==> src/hdl/sdram_pkg.sv <==
package sdram_pkg;

	// --------------------------------------------------------------------------
	// chip commands and timing
	// --------------------------------------------------------------------------

	// {ncs, nras, ncas, nwe}
	typedef enum logic [3:0] {
		CMD_LOAD_MODE    = 4'b0000,
		CMD_AUTO_REFRESH = 4'b0001,
		CMD_PRECHARGE    = 4'b0010,
		CMD_ACTIVE       = 4'b0011,
		CMD_WRITE        = 4'b0100,
		CMD_READ         = 4'b0101,
		CMD_BURST_TERM   = 4'b0110,
		CMD_NOP          = 4'b0111,
		CMD_INHIBIT      = 4'b1111
	} sdram_cmd_t;

	localparam logic [2:0] RASCAS_DELAY      = 3'd2;    // trcd, 20ns below 100MHz
	localparam logic [2:0] CAS_LATENCY       = 3'd2;
	localparam logic [2:0] BURST_LENGTH_CODE = 3'b001;  // burst of 2

	// single write, standard op, CL2, sequential, burst 2
	localparam logic [12:0] MODE_WORD = {3'b000, 1'b1, 2'b00, CAS_LATENCY, 1'b0,
		BURST_LENGTH_CODE};

	localparam logic [9:0] RFRSH_CYCLES = 10'd842;      // 64ms / 8192 rows
	localparam logic [4:0] RESET_FRAMES = 5'd31;

	// seven cycle frame, slot 0 on banks 0/1 and slot 1 on banks 2/3
	typedef enum logic [2:0] {
		PH_RAS0 = 3'd0,
		PH_1    = 3'd1,
		PH_2    = 3'd2,
		PH_CAS0 = RASCAS_DELAY + 3'd1,  // one spare cycle after trcd
		PH_RAS1 = 3'd4,
		PH_5    = 3'd5,
		PH_CAS1 = 3'd4 + RASCAS_DELAY
	} frame_phase_t;

	// capture points share cycles with the command phases
	localparam frame_phase_t PH_READ0  = PH_RAS0;  // slot 0 word, next frame
	localparam frame_phase_t PH_READ1  = PH_CAS0;  // slot 1 low word
	localparam frame_phase_t PH_READ1B = PH_RAS1;  // slot 1 high word
	localparam frame_phase_t PH_LAST   = PH_CAS1;

	typedef enum logic [1:0] {
		PORT_NONE = 2'd0,
		PORT_CPU1 = 2'd1,
		PORT_CPU2 = 2'd2,
		PORT_REQ  = 2'd3
	} port_sel_t;

	localparam port_sel_t PORT_SP = PORT_CPU1;  // first read port of slot 1

	typedef logic [15:0] word_t;
	typedef logic [31:0] dword_t;
	typedef logic [23:0] waddr_t;  // bank[23:22] row[21:9] col[8:0]

endpackage

==> src/hdl/sdram_port_arbiter.sv <==
`timescale 1ns/1ps

module sdram_port_arbiter #(
	parameter int SLOT = 0  // 0: banks 0/1, word reads   1: banks 2/3, dword reads
) (
	input  logic                 clk,
	input  logic                 init_n,
	input  logic                 take,       // slot ras cycle, choice is latched
	input  logic                 slot_hold,  // refresh in progress
	input  logic                 req,
	input  logic                 we,
	input  logic [1:0]           ds,
	input  sdram_pkg::word_t     d,
	input  sdram_pkg::waddr_t    a,
	input  logic [15:0]          rd0_addr,
	input  logic [15:0]          rd1_addr,
	output sdram_pkg::port_sel_t sel,
	output sdram_pkg::waddr_t    sel_addr,
	output logic                 sel_we,
	output logic [1:0]           sel_ds,
	output sdram_pkg::word_t     sel_d,
	output logic                 req_state  // toggle state last accepted
);

	localparam logic BANK_HI = (SLOT != 0);

	logic [15:0] last0;  // last serviced rd0 address
	logic [15:0] last1;

	// read port address into the slot's banks
	function automatic sdram_pkg::waddr_t map_rd(input logic [15:0] ra);
		if (SLOT == 0)
			map_rd = {BANK_HI, 7'd0, ra};        // word address
		else
			map_rd = {BANK_HI, 6'd0, ra, 1'b0};  // dword address, even word
	endfunction

	// --------------------------------------------------------------------------
	// priority choice
	// --------------------------------------------------------------------------

	always_comb begin
		sel      = sdram_pkg::PORT_NONE;
		sel_addr = {BANK_HI, a[22:0]};  // bank msb forced by slot
		sel_we   = 1'b0;
		sel_ds   = 2'b11;               // reads take both bytes
		sel_d    = d;
		if (!slot_hold) begin
			if (req != req_state) begin
				sel    = sdram_pkg::PORT_REQ;
				sel_we = we;
				sel_ds = ds;
			end else if (rd0_addr != last0) begin
				sel      = sdram_pkg::PORT_CPU1;
				sel_addr = map_rd(rd0_addr);
			end else if (rd1_addr != last1) begin
				sel      = sdram_pkg::PORT_CPU2;
				sel_addr = map_rd(rd1_addr);
			end
		end
	end

	// book-keeping once the controller has taken the choice
	always_ff @(posedge clk or negedge init_n) begin
		if (!init_n) begin
			req_state <= 1'b0;
			last0     <= 16'd0;
			last1     <= 16'd0;
		end else if (take) begin
			case (sel)
				sdram_pkg::PORT_REQ:  req_state <= req;
				sdram_pkg::PORT_CPU1: last0     <= rd0_addr;
				sdram_pkg::PORT_CPU2: last1     <= rd1_addr;
				default: ;
			endcase
		end
	end

endmodule

==> config.mk <==
export PLATFORM = sky130hd
export DESIGN_NAME = sdram_port_arbiter
export DESIGN_NICKNAME = d
export VERILOG_FILES = /design/src/hdl/sdram_pkg.sv /design/src/hdl/sdram_port_arbiter.sv
export SDC_FILE = /design/constraint.sdc
export NUM_CORES = 1
export LEC_CHECK = 0
export BUFFER_PORTS_ARGS = -buffer_cell sky130_fd_sc_hd__buf_2
export CAP_MARGIN = 30
export CORE_ASPECT_RATIO = 1.4
export CORE_MARGIN = 10
export CORE_UTILIZATION = 45
export CTS_CLUSTER_DIAMETER = 40
export DETAILED_ROUTE_END_ITERATION = 7
export GPL_ROUTABILITY_DRIVEN = 1
export PLACE_DENSITY = 0.9
export SLEW_MARGIN = 20
export SYNTH_ARGS = -nofsm -noshare
export SYNTH_HDL_FRONTEND = slang
export SYNTH_SLANG_ARGS = --single-unit
export TNS_END_PERCENT = 20
==> constraint.sdc <==
create_clock -name clk -period 4.25 [get_ports clk]
set_input_delay 0.85 -clock clk [delete_from_list [all_inputs] [get_ports clk]]
set_output_delay 0.85 -clock clk [all_outputs]
set_load 0.01 [all_outputs]
==> results.sh, run 1 <==
export IMPL_ys_seq_elements=33
export IMPL_post_place_ws_ps=328
export IMPL_ctsHoldBuffers=0
export IMPL_rows=30
export IMPL_root_buffer="clkbuf_8"
export IMPL_synthArstFlopShare=1.00
export IMPL_insertion_delay_ps=280
export IMPL_routed_via_density=5.33
export IMPL_gp_congestion=0.799
export IMPL_worstHoldStart="last1[5]$_DFFE_PN0P_"
export IMPL_die_w_um=79.7
export IMPL_r2r_start="last0[5]$_DFFE_PN0P_"
export IMPL_core_area_sq_um=4840
export IMPL_antenna_found_initial=0
export IMPL_final_cell_area_sq_um=2700
export IMPL_avgSynthCellArea_sq_um=11.9
export IMPL_rsz0062_at_grt="no"
export IMPL_status="completed"
export IMPL_fp_dieArea_sq_um=8250
export IMPL_worstPathMaxFanout=19
export IMPL_tightest_slew_ps=787
export IMPL_wirelength_mm=5.87
export IMPL_drc=0
export IMPL_power_per_cell_area_nw_per_um2=351
export IMPL_path_clk_slew_ps=60
export IMPL_switching_share=0.313
export IMPL_syn_to_final_growth_pct=20.3
export IMPL_dpl_instance_area_sq_um=2600
export IMPL_cts_buffers=5
export IMPL_setup_violations_final=0
export IMPL_clock_power_share=0.243
export IMPL_grt_start_max_net_pins=34
export IMPL_layout_nets=343
export IMPL_setup_slack_ps=447
export IMPL_leakagePower_nw=1.24
export IMPL_ys_seq_area_frac=0.368
export IMPL_syn_inst=189
export IMPL_dr_pass1_iters=4
export IMPL_rr_worst_depth=5
export IMPL_drtIter0Drc=57
export IMPL_ys_warn_count=0
export IMPL_synth_distinct_cells=26
export IMPL_start_util=0.464
export IMPL_hold_class="reg -> reg"
export IMPL_startpoint_type="primary input"
export IMPL_synthesis_nets=269
export IMPL_h_tree_depth=2
export IMPL_worstSetupPathType="in -> out"
export IMPL_fmax_mhz=263
export IMPL_maxCapViolations=0
export IMPL_crit_end="sel_addr[13]"
export IMPL_fin_skew_ps=2.64
export IMPL_synth_flop_cell="dfrtp_1"
export IMPL_combPwrFrac=0.336
export IMPL_cts_num_sinks=33
export IMPL_grt_pass1_wl_mm=9.23
export IMPL_cts_tree="yes"
export IMPL_r2r_slack_ps=1860
export IMPL_finalCritPeriodShare=0.895
export IMPL_postCtsSetupRepairBufs=0
export IMPL_vdd_drop_max_uv=223
export IMPL_ios=126
export IMPL_reg2reg_to="last0[13]$_DFFE_PN0P_"
export IMPL_finalHoldViolCount=0
export IMPL_power_switching_w=0.000297
export IMPL_syn_area_sq_um=2240
export IMPL_cts_repair_resized=0
export IMPL_synth_edf_count=0
export IMPL_fp_dieH_um=104
export IMPL_ant_nets=0
export IMPL_report_final_slew_viol_count=0
export IMPL_vias=1743
export IMPL_total_power_w=0.000948
export IMPL_p_int_w=0.000651
export IMPL_grt_usage=0.138
export IMPL_fin_setup_tns_ps=0
export IMPL_grt_pass1_vias=1870
export IMPL_drive_above_1_share=0.529
export IMPL_io_buffer_count=91
export IMPL_arrival_ps=2950
export IMPL_crit_start="rd0_addr[5]"
export IMPL_power_share_sequential=0.421
export IMPL_antenna_cells=0
export IMPL_end_kind="output port"
export IMPL_wl_per_cell_um=17.9
export IMPL_clock_path_buffers=2
export IMPL_relSlewSlack=0.475
export IMPL_grt_overflow=0
export IMPL_required_ps=3400
export IMPL_finalCriticalPeriod_ps=3800
export IMPL_hpwlAfterDp_mm=4.90
[sequential cells by signal, summed over array words and instances (netlist names)]
register / cells
last1: 16
last0: 16
req_state: 1
[final cells by class]
type	instances	area [sq um]
fillers	402	2140
clock buffers	7	86.3
flip-flops and latches	33	826
repair buffers	93	478
multi-input cells	130	1230
well taps	64	80.1
[cells in the final DEF (no fill, tap or decap), drive strengths merged]
cell type and n:
nor2 1, xor2 16, o21ai 1, nor3b 1
nand2 1, a21oi 2, or3 19, mux2 33
nor2b 9, xnor2 17, buf 93, nand2b 1
nand4 5, and4 1, dfrtp 33, nor4 5
o221a 16, clkbuf 7, conb 1, nor3 1
[cell usage after synthesis, drive strengths merged, types with 2 or more instances]
| master | number | share of area |
|---|---|---|
| xor2 | 16 | 0.062 |
| nor4 | 5 | 0.047 |
| nor2b | 9 | 0.025 |
| or3 | 19 | 0.053 |
| dfrtp | 33 | 0.37 |
| mux2 | 33 | 0.17 |
| a21oi | 2 | 0.0045 |
| clkbuf | 2 | 0.0033 |
| xnor2 | 17 | 0.066 |
| o221a | 16 | 0.080 |
| buf | 24 | 0.082 |
| nand4 | 5 | 0.017 |
[worst max-delay path, cell delays in order]
cell and delay (ps):
buf_2 110, xor2_1 170, nor4_4 370, and4_1 600, a21oi_2 240, buf_8 220
o221a_1 250, buf_2 140
[power groups by stage]
stage	Clock [W]	Combinational [W]	Sequential (W)
CTS	0.000238	0.000319	0.000399
finish	0.000231	0.000318	0.000399
global placement	0	0.000307	0.000400
global route	0.000248	0.000345	0.000405
detailed placement	0	0.000318	0.000405
floorplan	0	0.000228	0.000398
[worst min-delay path by stage]
stage                                      end  slack (ps)  cells past startpoint
final                     last1[5]$_DFFE_PN0P_         510                      1
after global routing      last1[3]$_DFFE_PN0P_         540                      1
after CTS                 last1[5]$_DFFE_PN0P_         510                      1
after detailed placement  last1[5]$_DFFE_PN0P_         500                      1
after global placement    last1[5]$_DFFE_PN0P_         490                      1
after floorplan           last1[0]$_DFFE_PN0P_         480                      1
[per-stage QoR]
stage / util / instances / hold WS (ps)
3_3_place_gp: 0.537 / 319 / 488
5_1_grt: 0.558 / 327 / 538
6_report: 0.558 / 327 / 507
4_1_cts: 0.555 / 326 / 512
3_5_place_dp: 0.537 / 319 / 498
2_1_floorplan: - / 189 / 480
[per-layer routing]
layer,wire [um],vias up,track usage
met5,0,-,0
met4,126,0,0.0514
met3,519,19,0.0528
met2,3270,64,0.262
met1,1950,841,0.125
li1,-,819,-
[cell families after synthesis]
logic type,after synthesis,share of synthesized area
AO/OA/AOI/OAI,19,0.0870
other,1,0.00167
flip-flops,33,0.368
multiplexers,33,0.166
buffers and inverters,26,0.0853
AND/OR/NAND/NOR,44,0.164
XOR/XNOR,33,0.129
(Power assumes the default switching activity.)
==> run 2, diff against run 1 <==
CORE_UTILIZATION = 40   (was 45)
PLACE_DENSITY = 0.83   (was 0.9)
==> run 2 against run 1 <==
Compared with the run above:
- total power rose by 0.40%
- first-iteration DRC count increased by 30%
- maximum frequency up 2.4%
- clock skew grew 1.3 ps
- critical path depth decreased by 1
- cell area increased by 0.46%
- global-route usage is 0.81 points lower
- combinational power grew 1%
- clock-buffer cell count did not move
- largest power group unchanged
==> results.sh, run 2 (synthesis gave the netlist of run 1 again) <==
export IMPL_status="completed"
export IMPL_relSlewSlack=0.467
export IMPL_tightest_slew_ps=799
export IMPL_cp_common_cell="buf_2"
export IMPL_io_buffer_count=91
export IMPL_clock_power_share=0.242
export IMPL_reg_top3="last0 x16, last1 x16, req_state x1"
export IMPL_fp_dieArea_sq_um=9050
export IMPL_start_util=0.409
export IMPL_switching_share=0.316
export IMPL_leakagePower_nw=1.25
export IMPL_drive_above_1_share=0.530
export IMPL_layout_nets=344
export IMPL_syn_to_final_growth_pct=20.9
export IMPL_grt_usage=0.130
export IMPL_cts_num_sinks=33
export IMPL_power_per_cell_area_nw_per_um2=351
export IMPL_die_w_um=83.3
export IMPL_ctsHoldBuffers=0
export IMPL_fin_skew_ps=3.95
export IMPL_grt_pass1_vias=1908
export IMPL_hpwlAfterDp_mm=5.13
export IMPL_finalHoldViolCount=0
export IMPL_postCtsSetupRepairBufs=0
export IMPL_vdd_drop_max_uv=207
export IMPL_final_util=0.495
export IMPL_fmax_mhz=269
export IMPL_cts_buffers=5
export IMPL_end_kind="output port"
export IMPL_clock_path_buffers=2
export IMPL_rows=32
export IMPL_r2r_slack_ps=1810
export IMPL_grt_overflow=0
export IMPL_antenna_found_initial=0
export IMPL_routed_via_density=5.20
export IMPL_core_area_sq_um=5490
export IMPL_final_cell_mix="91 x buf_2, 33 x dfrtp_1, 25 x mux2_2, 19 x or3_1, 17 x xnor2_1"
export IMPL_finalCritPeriodShare=0.873
export IMPL_drc=0
export IMPL_final_common_cell="buf_2"
export IMPL_hold_class="reg -> reg"
export IMPL_gp_congestion=0.795
export IMPL_crit_chain="buf_2 > xor2_1 > nor4_4 > nand4_2 > or3_1 > o221a_1 > buf_2"
export IMPL_cts_repair_resized=0
export IMPL_ios=126
export IMPL_worstSetupPathType="in -> out"
export IMPL_wl_per_cell_um=18.3
export IMPL_vias=1727
export IMPL_path_buf_inv=2
export IMPL_root_buffer="clkbuf_8"
export IMPL_report_final_slew_viol_count=0
export IMPL_cp_top_family="simple AND/OR/NAND/NOR gates"
export IMPL_grt_start_max_net_pins=34
export IMPL_power_share_sequential=0.420
export IMPL_p_int_w=0.000651
export IMPL_path_clk_slew_ps=60
export IMPL_fp_dieH_um=109
export IMPL_startpoint_type="primary input"
export IMPL_drtIter0Drc=74
export IMPL_dr_pass1_iters=4
export IMPL_h_tree_depth=2
export IMPL_setup_violations_final=0
export IMPL_ant_nets=0
export IMPL_fin_setup_tns_ps=0
export IMPL_arrival_ps=2860
export IMPL_cts_tree="yes"
export IMPL_grt_pass1_wl_mm=9.52
export IMPL_maxCapViolations=0
export IMPL_combPwrFrac=0.338
export IMPL_power_switching_w=0.000301
export IMPL_antenna_cells=0
export IMPL_finalCriticalPeriod_ps=3710
export IMPL_rsz0062_at_grt="no"
export IMPL_slowest_delay_ps=680
export IMPL_worstPathMaxFanout=16
export IMPL_wirelength_mm=6.07
export IMPL_required_ps=3400
export IMPL_insertion_delay_ps=280
export IMPL_cpMaxStageDelayCell="or3_1"
[run 2: cell types whose count changed in the layout (fill, tap and decap cells not counted)]
cell,previous run,this run
buf_8,1,0
buf_4,1,3
a21oi_4,0,1
a21oi_2,1,0
[run 2: final cells by class]
type	count	area, sq um
clock buffer	7	86.3
fill	501	2770
timing repair buffer	94	478
multi-input combinational	130	1240
sequential	33	826
tap	68	85.1
[run 2: power groups by stage]
| stage | clock (W) | sequential (W) | combinational [W] |
|---|---|---|---|
| after floorplan | 0 | 0.000398 | 0.000228 |
| after global placement | 0 | 0.000400 | 0.000313 |
| after detailed placement | 0 | 0.000405 | 0.000325 |
| after CTS | 0.000238 | 0.000400 | 0.000326 |
| after global routing | 0.000250 | 0.000406 | 0.000352 |
| final | 0.000230 | 0.000400 | 0.000322 |
[run 2: metal layers]
metal	up-vias	global-route usage	wire length, um
li1	818	-	-
met1	824	0.110	1890
met2	61	0.254	3470
met3	24	0.0515	467
met4	0	0.0720	244
met5	-	0	0
[run 2: stage by stage]
step	setup slack, ps	power, W	area [sq um]	hold WS, ps	instances
floorplan	1020	0.000626	2240	480	189
global placement	552	0.000713	2620	488	325
detailed placement	451	0.000730	2620	498	325
CTS	450	0.000963	2710	512	332
global route	390	0.00101	2710	527	332
finish	538	0.000951	2710	507	332
[run 2: worst reg2reg max path: stages (launching register included)]
cell	delay [ps]
dfrtp_1	390
xor2_1	310
nor4_4	100
and4_1	260
buf_4	200
nor2_2	640
mux2_2	430
[run 2: final timing paths]
| path | startpoint | to | depth (start not counted) |
|---|---|---|---|
| setup / recovery | rd0_addr[5] | sel_addr[13] | 7 |
| hold / removal | last1[8]$_DFFE_PN0P_ | last1[8]$_DFFE_PN0P_ | 1 |
| setup reg to reg | last0[13]$_DFFE_PN0P_ | last0[12]$_DFFE_PN0P_ | 6 |
| hold reg to reg | last1[8]$_DFFE_PN0P_ | last1[8]$_DFFE_PN0P_ | 1 |
| max in group asynchronous | init_n | req_state$_DFFE_PN0P_ | 1 |
| min in group asynchronous | init_n | last0[4]$_DFFE_PN0P_ | 1 |
