==> src/hdl/sdram_pkg.sv <==
package sdram_pkg;

	// --------------------------------------------------------------------------
	// chip commands and timing
	// --------------------------------------------------------------------------

	// {ncs, nras, ncas, nwe}
	typedef enum logic [3:0] {
		CMD_LOAD_MODE    = 4'b0000,
		CMD_AUTO_REFRESH = 4'b0001,
		CMD_PRECHARGE    = 4'b0010,
		CMD_ACTIVE       = 4'b0011,
		CMD_WRITE        = 4'b0100,
		CMD_READ         = 4'b0101,
		CMD_BURST_TERM   = 4'b0110,
		CMD_NOP          = 4'b0111,
		CMD_INHIBIT      = 4'b1111
	} sdram_cmd_t;

	localparam logic [2:0] RASCAS_DELAY      = 3'd2;    // trcd, 20ns below 100MHz
	localparam logic [2:0] CAS_LATENCY       = 3'd2;
	localparam logic [2:0] BURST_LENGTH_CODE = 3'b001;  // burst of 2

	// single write, standard op, CL2, sequential, burst 2
	localparam logic [12:0] MODE_WORD = {3'b000, 1'b1, 2'b00, CAS_LATENCY, 1'b0,
		BURST_LENGTH_CODE};

	localparam logic [9:0] RFRSH_CYCLES = 10'd842;      // 64ms / 8192 rows
	localparam logic [4:0] RESET_FRAMES = 5'd31;

	// seven cycle frame, slot 0 on banks 0/1 and slot 1 on banks 2/3
	typedef enum logic [2:0] {
		PH_RAS0 = 3'd0,
		PH_1    = 3'd1,
		PH_2    = 3'd2,
		PH_CAS0 = RASCAS_DELAY + 3'd1,  // one spare cycle after trcd
		PH_RAS1 = 3'd4,
		PH_5    = 3'd5,
		PH_CAS1 = 3'd4 + RASCAS_DELAY
	} frame_phase_t;

	// capture points share cycles with the command phases
	localparam frame_phase_t PH_READ0  = PH_RAS0;  // slot 0 word, next frame
	localparam frame_phase_t PH_READ1  = PH_CAS0;  // slot 1 low word
	localparam frame_phase_t PH_READ1B = PH_RAS1;  // slot 1 high word
	localparam frame_phase_t PH_LAST   = PH_CAS1;

	typedef enum logic [1:0] {
		PORT_NONE = 2'd0,
		PORT_CPU1 = 2'd1,
		PORT_CPU2 = 2'd2,
		PORT_REQ  = 2'd3
	} port_sel_t;

	localparam port_sel_t PORT_SP = PORT_CPU1;  // first read port of slot 1

	typedef logic [15:0] word_t;
	typedef logic [31:0] dword_t;
	typedef logic [23:0] waddr_t;  // bank[23:22] row[21:9] col[8:0]

endpackage

==> src/hdl/sdram_init_seq.sv <==
`timescale 1ns/1ps

module sdram_init_seq (
	input  logic                    clk,
	input  logic                    init_n,
	input  sdram_pkg::frame_phase_t frame_phase,
	output logic                    init_busy,
	output sdram_pkg::sdram_cmd_t   init_cmd,
	output logic                    init_a10
);

	logic [4:0] frame_cnt;  // frames left before normal operation

	always_ff @(posedge clk or negedge init_n) begin
		if (!init_n) begin
			frame_cnt <= sdram_pkg::RESET_FRAMES;
		end else if (frame_phase == sdram_pkg::PH_LAST && frame_cnt != 5'd0) begin
			frame_cnt <= frame_cnt - 5'd1;
		end
	end

	assign init_busy = (frame_cnt != 5'd0);

	// --------------------------------------------------------------------------
	// power-up sequence in the last 16 frames, one command per frame at ras0
	// --------------------------------------------------------------------------

	always_comb begin
		init_cmd = sdram_pkg::CMD_NOP;
		if (frame_phase == sdram_pkg::PH_RAS0) begin
			case (frame_cnt)
				5'd15:        init_cmd = sdram_pkg::CMD_PRECHARGE;
				5'd10, 5'd8:  init_cmd = sdram_pkg::CMD_AUTO_REFRESH;
				5'd2:         init_cmd = sdram_pkg::CMD_LOAD_MODE;
				default:      init_cmd = sdram_pkg::CMD_NOP;
			endcase
		end
	end

	// a10 high turns the precharge into precharge all
	assign init_a10 = (init_cmd == sdram_pkg::CMD_PRECHARGE);

endmodule

==> config.mk <==
export PLATFORM = sky130hd
export DESIGN_NAME = sdram_init_seq
export DESIGN_NICKNAME = d
export VERILOG_FILES = /design/src/hdl/sdram_pkg.sv /design/src/hdl/sdram_init_seq.sv
export SDC_FILE = /design/constraint.sdc
export NUM_CORES = 1
export LEC_CHECK = 0
export BUFFER_PORTS_ARGS = -buffer_cell sky130_fd_sc_hd__buf_2
export CAP_MARGIN = 20
export CORE_AREA = 2 2 39 41
export CTS_CLUSTER_DIAMETER = 120
export DETAILED_ROUTE_END_ITERATION = 8
export DIE_AREA = 0 0 41 43
export MAX_ROUTING_LAYER = met4
export PLACE_DENSITY = 0.6
export SLEW_MARGIN = 20
export SYNTH_ARGS = -nofsm -noshare
export SYNTH_HDL_FRONTEND = slang
export SYNTH_SLANG_ARGS = --single-unit
==> constraint.sdc <==
create_clock -name clk -period 2.8 [get_ports clk]
set_input_delay 0.56 -clock clk [delete_from_list [all_inputs] [get_ports clk]]
set_output_delay 0.56 -clock clk [all_outputs]
set_load 0.02 [all_outputs]
==> results of run 1 <==
-- per-stage QoR --
stage                     power (mW)  cells
after global placement         0.340     60
final                          0.415     64
after floorplan                0.303     36
after detailed placement       0.343     60
after CTS                      0.424     64
after global routing           0.463     64
-- layer usage --
layer  vias to the layer above  track usage, %
li1                        147               -
met1                       109            11.2
met2                        11            10.3
met3                         0            4.71
met4                         0               0
met5                         -               -
-- worst reg2reg max path, stage by stage, from the launching register on --
cell and delay [ns]:
dfstp_2 0.53, inv_1 0.09, ha_1 0.23, nor4b_4 0.15
nor3b_1 0.25, xor2_1 0.18
-- cell families after synthesis --
kind of cell,synth area share [%]
fa+ha+maj,13.4
buf+inv,5.02
simple gates,29.4
other cells,1.00
mux,2.68
xor+xnor,9.37
flops,35.1
compound gates,4.01
-- Yosys cell counts --
cell | instances | share of area [%]
dfstp_2 | 5 | 35
ha_1 | 4 | 13
inv_1 | 3 | 3.0
xor2_1 | 3 | 7.0
nor3b_1 | 2 | 4.0
o21ai_0 | 2 | 2.7
a21oi_1 | 1 | 1.3
and2_1 | 1 | 1.7
and3_2 | 1 | 2.0
buf_4 | 1 | 2.0
conb_1 | 1 | 1.0
mux2i_1 | 1 | 2.7
nand2_1 | 1 | 1.0
nand3b_1 | 1 | 2.0
nor2_1 | 1 | 1.0
nor2_2 | 1 | 1.7
nor3_1 | 1 | 1.3
nor3_2 | 1 | 2.7
nor4_1 | 1 | 1.7
nor4b_4 | 1 | 6.4
or3_1 | 1 | 1.7
or3b_1 | 1 | 2.3
xnor2_1 | 1 | 2.3
-- power groups by stage --
stage | sequential (mW) | clock (mW) | combinational, mW
6_report | 0.191 | 0.0758 | 0.148
5_1_grt | 0.199 | 0.0865 | 0.177
4_1_cts | 0.192 | 0.0802 | 0.152
3_5_place_dp | 0.192 | 0 | 0.151
3_3_place_gp | 0.192 | 0 | 0.148
2_1_floorplan | 0.181 | 0 | 0.122
-- worst max path at each step --
stage | slack, ns | endpoint
6_report | 0.63 | init_cmd[2]
5_1_grt | 0.51 | init_cmd[2]
4_1_cts | 0.62 | init_cmd[2]
3_5_place_dp | 0.79 | init_a10
3_3_place_gp | 0.83 | init_a10
2_1_floorplan | 0.77 | init_cmd[2]
-- cell type report --
type	instances	area [um^2]
inverter	3	11.3
fill	150	926
multi-input combinational	27	224
clock buffer	4	26.3
timing repair buffer	9	45.0
sequential	5	131
tap	16	20.0
-- cells in the final DEF, fill, tap and decap left out, types with 2 or more instances in the layout --
| cell | Yosys | routed |
|---|---|---|
| buf_2 | 0 | 9 |
| dfstp_2 | 5 | 5 |
| ha_1 | 4 | 4 |
| inv_1 | 3 | 3 |
| xor2_1 | 3 | 3 |
| clkbuf_4 | 0 | 3 |
| nor3b_1 | 2 | 2 |
| o21ai_0 | 2 | 2 |
==> key figures, run 1 <==
GRT
  • Largest net degree at the start of global routing: 8
  • Global-route wire length before repair: 931 um
  • Initial antenna violation count: 0
  • Total Routing Usage GR: 7.88%
  • Grt ovf: 0
  • Number of global-route vias before repair: 244

Floorplanning
  • FP Rows: 14
  • Boundary pin count: 11
  • Die width: 41 um
  • Die footprint: 1760 um^2
  • Initial Util: 27.0%
  • Core Footprint: 1380 um^2
  • Die H: 43 um

Placement
  • Placer Congestion: 0.707
  • Area of placed instances: 432 um^2
  • Final HPWL DP: 481 um
  • Dpl ws: 0.793 ns
  • Port Buf Inserts: 9

Routing
  • Routed length per instance: 8.56 um
  • M1 WL: 280 um
  • 1st-iter DRT viols: 1
  • Post-DRT Antenna Nets: 0
  • WL met2: 213 um
  • Metal3 WL: 54 um
  • TritonRoute pass-1 iters: 2
  • Via count: 267
  • Final wirelength: 548 um
  • Highest metal used: met3
  • DRC Markers: 0
  • Vias/cell: 4.17

STA
  • Hold_ws: 0.322 ns
  • Final critical-path required period: 2.17 ns
  • Clock Skew: 0.000324 ns
  • Final cycle utilization of the critical path: 77.6%
  • Final setup violation count: 0
  • Unrepaired setup endpoints after global routing: no
  • Final slew viol count: 0
  • Final setup margin: 0.627 ns
  • Final count of hold timing violations: 0
  • Fmax achieved: 0.460 GHz
  • Final TNS setup: 0 ns

Setup path
  • CP Max Fanout: 4
  • CP bufs+invs: 2
  • Critical path depth in cells: 6
  • Reg-to-reg startpoint: frame_cnt[0]$_DFFE_PN1P_
  • Worst Setup End Kind: primary output
  • Worst Path Arrival: 1.61 ns
  • R2R cell count: 5
  • Crit Path Category: reg2out
  • Flop2flop setup slack: 1.29 ns
  • Crit-path slowest cell: dfstp_2
  • CP Launch Type: register
  • CP Data Required Time: 2.24 ns
  • Crit-path cells: inv_1, ha_1, a21oi_1, nor2_1, o21ai_0, buf_2
  • CP top delay family: flip-flops
  • CP startpoint: frame_cnt[0]$_DFFE_PN1P_
  • Largest stage delay, worst path: 0.53 ns
  • Worst r2r dst: frame_cnt[2]$_DFFE_PN1P_

Clocking
  • Clock Sinks: 5
  • Setup Buffers After CTS: 0
  • CTS Buf Count: 3
  • Clk_lat worst skew: 0.23 ns
  • Root Buffer: clkbuf_4
  • Hold_buf cts: 0
  • CTS resizes: 0
  • H-tree Lvls: 1
  • CTS tree: yes
  • Worst-path clk slew: 0.04 ns
  • Buffer depth of the longest clock path: 2

Power
  • Switching share of total power: 36.8%
  • Sequential share of power: 46.0%
  • VDD IR max: 0.439 mV
  • Psw: 0.153 mW
  • Leakage power: 0.197 nW
  • Pwr Density: 907 nW/um^2
  • Combinational share of power: 35.7%
  • Power Internal: 0.263 mW
  • Clock power share: 18.3%

Synthesis
  • Synth unique cells: 23
  • Mapped Nets: 45
  • Gate Count Post-Synth: 36
  • Avg Inst Size Synth: 10.4 um^2
  • Syn Std Cell Area: 374 um^2
  • #FFs+latches synth: 5
  • Sequential area share after synthesis: 35.1%
  • Syn. warnings: 0

Finish
  • Synth-to-layout area growth: 22.4%
  • Share of layout cells above drive strength 1: 43.8%
  • Largest register FFs: 5
  • Final instance area: 458 um^2
  • Antenna Cells: 0
  • Final core occ: 33.1%
  • Largest regs: frame_cnt x5
  • Fin nets: 58
  • Biggest register: frame_cnt

Min path
  • Worst Hold Class: in2async

Flow run
  • Max-cap viol count: 0

Status
  • Status: finished, final reports clean
Power figures use the tool's default switching activity.
==> run 2: changes to the inputs <==
==> constraint.sdc (replaced) <==
create_clock -name clk -period 2.2 [get_ports clk]
set_input_delay 0.44 -clock clk [delete_from_list [all_inputs] [get_ports clk]]
set_output_delay 0.44 -clock clk [all_outputs]
set_load 0.02 [all_outputs]
==> key figures, run 2 (synthesis gave the netlist of run 1 again) <==
Floorplanning
  • Core Footprint: 1380 um^2 (unchanged)
  • FP Rows: 14 (unchanged)
  • Initial Util: 27.0% (unchanged)
  • Die width: 41 um (unchanged)
  • Die H: 43 um (unchanged)
  • Boundary pin count: 11 (unchanged)
  • Die footprint: 1760 um^2 (unchanged)

Clocking
  • Clock Sinks: 5 (unchanged)
  • CTS resizes: 0 (unchanged)
  • CTS Buf Count: 3 (unchanged)
  • H-tree Lvls: 1 (unchanged)
  • Clk_lat worst skew: 0.23 ns (about the same)
  • Setup Buffers After CTS: 0 (unchanged)
  • Root Buffer: clkbuf_4 (unchanged)
  • CTS tree: yes (unchanged)
  • Buffer depth of the longest clock path: 2 (unchanged)
  • Hold_buf cts: 0 (unchanged)
  • Worst-path clk slew: 0.04 ns (about the same)

Placement
  • Final HPWL DP: 494 um (was 481 um)
  • Placer Congestion: 0.715 (was 0.707)
  • Port Buf Inserts: 9 (unchanged)
  • Area of placed instances: 432 um^2 (unchanged)

Setup path
  • Worst Path Arrival: 1.58 ns (was 1.61 ns)
  • CP Data Required Time: 1.76 ns (was 2.24 ns)
  • Worst Setup End Kind: primary output (unchanged)
  • Crit-path slowest cell: dfstp_2 (unchanged)
  • CP Max Fanout: 4 (unchanged)
  • CP Launch Type: register (unchanged)
  • CP bufs+invs: 2 (unchanged)
  • Largest stage delay, worst path: 0.53 ns (about the same)
  • CP top delay family: flip-flops (unchanged)
  • Crit-path cells: inv_1, ha_1, a21oi_1, nor2_1, o21ai_0, buf_2 (unchanged)
  • Crit Path Category: reg2out (unchanged)

STA
  • Unrepaired setup endpoints after global routing: no (unchanged)
  • Fmax achieved: 0.495 GHz
  • Clock Skew: 0.000835 ns (was 0.000324 ns)
  • Final slew viol count: 0 (unchanged)
  • Final count of hold timing violations: 0 (unchanged)
  • Final cycle utilization of the critical path: 91.8%
  • Final critical-path required period: 2.02 ns
  • Final setup violation count: 0 (unchanged)
  • Final TNS setup: 0 ns (unchanged)

GRT
  • Number of global-route vias before repair: 250 (was 244)
  • Total Routing Usage GR: 9.33% (was 7.88%)
  • Largest net degree at the start of global routing: 8 (unchanged)
  • Global-route wire length before repair: 993 um (was 931 um)
  • Grt ovf: 0 (unchanged)
  • Initial antenna violation count: 0 (unchanged)

Finish
  • Largest regs: frame_cnt x5 (unchanged)
  • Most frequent cells in the layout: buf_2 (9), dfstp_2 (5), ha_1 (4) (unchanged)
  • Fin nets: 58 (unchanged)
  • # fillers: 145 (was 150)
  • Commonest non-fill, non-tap cell in the layout: buf_2 (unchanged)
  • Share of layout cells above drive strength 1: 43.8% (unchanged)
  • Biggest register: frame_cnt (unchanged)
  • Synth-to-layout area growth: 22.4% (unchanged)
  • Final instance area: 458 um^2 (unchanged)
  • Antenna Cells: 0 (unchanged)
  • Largest register FFs: 5 (unchanged)

Routing
  • DRC Markers: 0 (unchanged)
  • Routed length per instance: 9.30 um (was 8.56 um)
  • Post-DRT Antenna Nets: 0 (unchanged)
  • Via count: 260 (was 267)
  • 1st-iter DRT viols: 0 (was 1)
  • Vias/cell: 4.06 (was 4.17)
  • Final wirelength: 595 um (was 548 um)
  • TritonRoute pass-1 iters: 1 (was 2)

Power
  • VDD IR max: 0.459 mV (was 0.439 mV)
  • Pwr Density: 1180 nW/um^2 (was 907 nW/um^2)
  • Leakage power: 0.197 nW (unchanged)

Status
  • Status: finished, final reports clean (unchanged)

Flow run
  • Max-cap viol count: 0 (unchanged)

Min path
  • Worst Hold Class: in2async (unchanged)
run 2: cell counts in the layout (fill, tap and decap cells not counted):
No cell type changed its count.
run 2: area by class of cell:
cell class / instances / area (um^2) / area share, %
tap: 16 / 20.0 / 4.37
timing repair buffer: 9 / 45.0 / 9.84
clock buffer: 4 / 26.3 / 5.74
multi-input combinational: 27 / 224 / 48.9
inverter: 3 / 11.3 / 2.46
sequential: 5 / 131 / 28.7
run 2: where the power goes:
group	leakage [nW]	internal, mW	switching [mW]	total [mW]
logic	0.130	0.0921	0.101	0.193
registers	0.0525	0.175	0.0707	0.245
clock network	0.0150	0.0683	0.0328	0.101
run 2: layer usage:
metal  global-route usage (%)  vias up  part of all wire [%]
met2                     10.9       11                    42
met1                     11.2      104                    51
li1                         -      145                     -
met3                     3.14        0                   7.4
met5                        -        -                     0
met4                     10.0        0                     0
run 2: path summary, 6_finish.rpt:
kind / startpoint / endpoint / slack (ns) / cells after the start
min in group clk: frame_cnt[1]$_DFFE_PN1P_ / frame_cnt[1]$_DFFE_PN1P_ / 0.55 / 2
setup / recovery: frame_cnt[0]$_DFFE_PN1P_ / init_cmd[2] / 0.18 / 6
setup reg to reg: frame_cnt[0]$_DFFE_PN1P_ / frame_cnt[2]$_DFFE_PN1P_ / 0.71 / 5
max in group asynchronous: init_n / frame_cnt[0]$_DFFE_PN1P_ / 1.99 / 1
hold reg to reg: frame_cnt[1]$_DFFE_PN1P_ / frame_cnt[1]$_DFFE_PN1P_ / 0.55 / 2
hold / removal: init_n / frame_cnt[2]$_DFFE_PN1P_ / 0.19 / 1
run 2: through the flow:
| stage | util [%] | cells | worst slack, ns | power [mW] | hold WS (ns) |
|---|---|---|---|---|---|
| floorplan | - | 36 | 0.290 | 0.385 | 0.292 |
| global placement | 31.2 | 60 | 0.429 | 0.439 | 0.443 |
| detailed placement | 31.2 | 60 | 0.418 | 0.445 | 0.442 |
| CTS | 33.1 | 64 | 0.159 | 0.552 | 0.187 |
| global route | 33.1 | 64 | 0.0283 | 0.602 | 0.182 |
| finish | 33.1 | 64 | 0.180 | 0.539 | 0.190 |
==> run 3: changes to the inputs <==
--- a/config.mk
+++ b/config.mk
@@ -5,14 +5,14 @@
 export SDC_FILE = /design/constraint.sdc
 export NUM_CORES = 1
 export LEC_CHECK = 0
-export BUFFER_PORTS_ARGS = -buffer_cell sky130_fd_sc_hd__buf_2
 export CAP_MARGIN = 20
 export CORE_AREA = 2 2 39 41
 export CTS_CLUSTER_DIAMETER = 120
 export DETAILED_ROUTE_END_ITERATION = 8
 export DIE_AREA = 0 0 41 43
+export DONT_BUFFER_PORTS = 1
 export MAX_ROUTING_LAYER = met4
-export PLACE_DENSITY = 0.6
+export PLACE_DENSITY = 0.54
 export SLEW_MARGIN = 20
 export SYNTH_ARGS = -nofsm -noshare
 export SYNTH_HDL_FRONTEND = slang
==> constraint.sdc (replaced) <==
create_clock -name clk -period 1.6 [get_ports clk]
set_input_delay 0.32 -clock clk [delete_from_list [all_inputs] [get_ports clk]]
set_output_delay 0.32 -clock clk [all_outputs]
set_load 0.02 [all_outputs]
==> key figures, run 3 (synthesis gave the netlist of run 1 again) <==
STA
  • Final setup margin: -0.185 ns (was 0.180 ns)
  • Final setup violation count: 5 (was 0)
  • Final cycle utilization of the critical path: 112%
  • Final count of hold timing violations: 0 (unchanged)
  • Fmax achieved: 0.560 GHz
  • Clock Skew: 0.00545 ns (was 0.000835 ns)
  • Slew headroom: 66.8%
  • Unrepaired setup endpoints after global routing: yes (was no)
  • Final slew viol count: 0 (unchanged)
  • Final critical-path required period: 1.79 ns
  • Worst-Margin Slew: 0.493 ns

GRT
  • Busiest grt layer: met2 (was met1)
  • Grt ovf: 0 (unchanged)
  • Global Route met3 Usage: 1.57% (was 3.14%)
  • Number of global-route vias before repair: 274 (was 250)
  • Global-route wire length before repair: 1.28 mm (was 993 um)
  • Total Routing Usage GR: 11.4% (was 9.33%)
  • Largest net degree at the start of global routing: 8 (unchanged)
  • Met1 usage: 14.5% (was 11.2%)
  • Initial antenna violation count: 0 (unchanged)
  • GR Util met2: 15.9% (was 10.9%)

Clocking
  • Buffer depth of the longest clock path: 2 (unchanged)
  • Clk_lat worst skew: 0.25 ns (was 0.23 ns)
  • CTS Buf Count: 3 (unchanged)
  • CTS tree: yes (unchanged)
  • Clock Sinks: 5 (unchanged)
  • H-tree Lvls: 1 (unchanged)
  • Root Buffer: clkbuf_4 (unchanged)
  • Worst-path clk slew: 0.05 ns (was 0.04 ns)

Routing
  • Vias/cell: 4.53 (was 4.06)
  • DRC Markers: 0 (unchanged)
  • TritonRoute pass-1 iters: 1 (unchanged)
  • Final wirelength: 791 um (was 595 um)
  • Via count: 290 (was 260)
  • Routed length per instance: 12.4 um (was 9.30 um)
  • Post-DRT Antenna Nets: 0 (unchanged)
  • 1st-iter DRT viols: 0 (unchanged)

Placement
  • Inst Count DP: 56 (was 60)
  • Final HPWL DP: 514 um (was 494 um)
  • Dpl ws: 0.0184 ns (was 0.418 ns)
  • Port Buf Inserts: 0 (was 9)
  • Placer Congestion: 0.709 (was 0.715)

Floorplanning
  • Die width: 41 um (unchanged)
  • FP Rows: 14 (unchanged)
  • Die footprint: 1760 um^2 (unchanged)
  • Core Footprint: 1380 um^2 (unchanged)
  • Boundary pin count: 11 (unchanged)
  • Initial Util: 27.0% (unchanged)
  • Die H: 43 um (unchanged)

Finish
  • Fin cells: 64 (unchanged)
  • Share of layout cells above drive strength 1: 62.5% (was 43.8%)
  • Largest regs: frame_cnt x5 (unchanged)
  • Antenna Cells: 0 (unchanged)
  • Biggest register: frame_cnt (unchanged)
  • Final core occ: 39.3% (was 33.1%)
  • Commonest non-fill, non-tap cell in the layout: buf_4 (was buf_2)
  • Synth-to-layout area growth: 45.5% (was 22.4%)
  • Fin nets: 58 (unchanged)
  • Largest register FFs: 5 (unchanged)
  • Most frequent cells in the layout: buf_4 (7), dfstp_2 (5), inv_2 (3), xor2_1 (3), clkbuf_4 (3) (was buf_2 (9), dfstp_2 (5), ha_1 (4))

Flow run
  • Max-cap viol count: 0 (unchanged)

Power
  • VDD IR max: 0.508 mV (was 0.459 mV)
  • Pwr Density: 1760 nW/um^2 (was 1180 nW/um^2)
  • Leakage power: 0.213 nW (was 0.197 nW)

Setup path
  • CP Launch Type: register (unchanged)
  • CP Data Required Time: 1.28 ns (was 1.76 ns)
  • Crit Path Category: reg2out (unchanged)
  • Worst Path Arrival: 1.47 ns (was 1.58 ns)
  • CP Max Fanout: 4 (unchanged)
  • Worst Setup End Kind: primary output (unchanged)

Status
  • Violated checks: setup timing
  • Status: complete, but fails checks (was finished, final reports clean)

Min path
  • Worst Hold Class: reg2reg (was in2async)
## run 3: cell types whose count changed in the layout (fill, tap and decap cells not counted), moves of 3 or more
cell and change:
inv_1 -3, buf_2 -9, buf_4 +7, inv_2 +3
## run 3: cell type report
cell class	instances	area (um^2)
fill	141	840
timing repair buffer	9	73.8
sequential	5	131
clock buffer	4	26.3
multi-input combinational	27	282
tap	16	20.0
inverter	3	11.3
## run 3: repair_timing
action / in CTS / in global routing
endpoints found under the hold margin: 5 / 0
resized for setup: 9 / 8
setup buffers: 1 / 2
pin swaps: 0 / 8
hold buffers: 1 / 0
setup endpoints to repair: 5 / 8
## run 3: stage by stage
| stage | instance area [um^2] | hold WS (ns) | TNS (ns) | total power, mW |
|---|---|---|---|---|
| 6_report | 544 | 0.528 | -0.646 | 0.956 |
| 5_1_grt | 544 | 0.535 | -1.19 | 1.05 |
| 3_5_place_dp | 424 | 0.172 | 0 | 0.651 |
| 2_1_floorplan | 374 | 0.172 | -0.0366 | 0.532 |
| 4_1_cts | 492 | 0.436 | -0.598 | 0.881 |
| 3_3_place_gp | 424 | 0.172 | 0 | 0.649 |
## run 3: worst max-delay path, stage by stage (launching register included)
cell and delay (ns):
dfstp_2 0.55, inv_2 0.06, ha_4 0.16, a21oi_2 0.11
nor2_1 0.07, o21ai_1 0.13, buf_4 0.15
## run 3: worst paths after layout
| kind | from | to | slack, ns | cells after the start |
|---|---|---|---|---|
| max in group asynchronous | init_n | frame_cnt[0]$_DFFE_PN1P_ | 0.97 | 1 |
| worst min register to register | frame_cnt[4]$_DFFE_PN1P_ | frame_cnt[4]$_DFFE_PN1P_ | 0.53 | 1 |
| worst max-delay path | frame_cnt[1]$_DFFE_PN1P_ | init_cmd[2] | -0.19 | 6 |
| worst max register to register | frame_cnt[1]$_DFFE_PN1P_ | frame_cnt[2]$_DFFE_PN1P_ | 0.02 | 7 |
| worst min-delay path | frame_cnt[4]$_DFFE_PN1P_ | frame_cnt[4]$_DFFE_PN1P_ | 0.53 | 1 |
| min in group asynchronous | init_n | frame_cnt[4]$_DFFE_PN1P_ | 0.60 | 1 |
## run 3: power breakdown
part	leakage [nW]	internal, mW	switching [mW]
clock network	0.0150	0.0947	0.0577
logic	0.145	0.247	0.205
registers	0.0525	0.241	0.111
total	0.213	0.583	0.373
## run 3: metal layers
metal | part of all wire (%) | wire [um]
met1 | 40 | 319
met3 | 3.5 | 28
met4 | 2.3 | 18
met5 | 0 | 0
met2 | 54 | 424
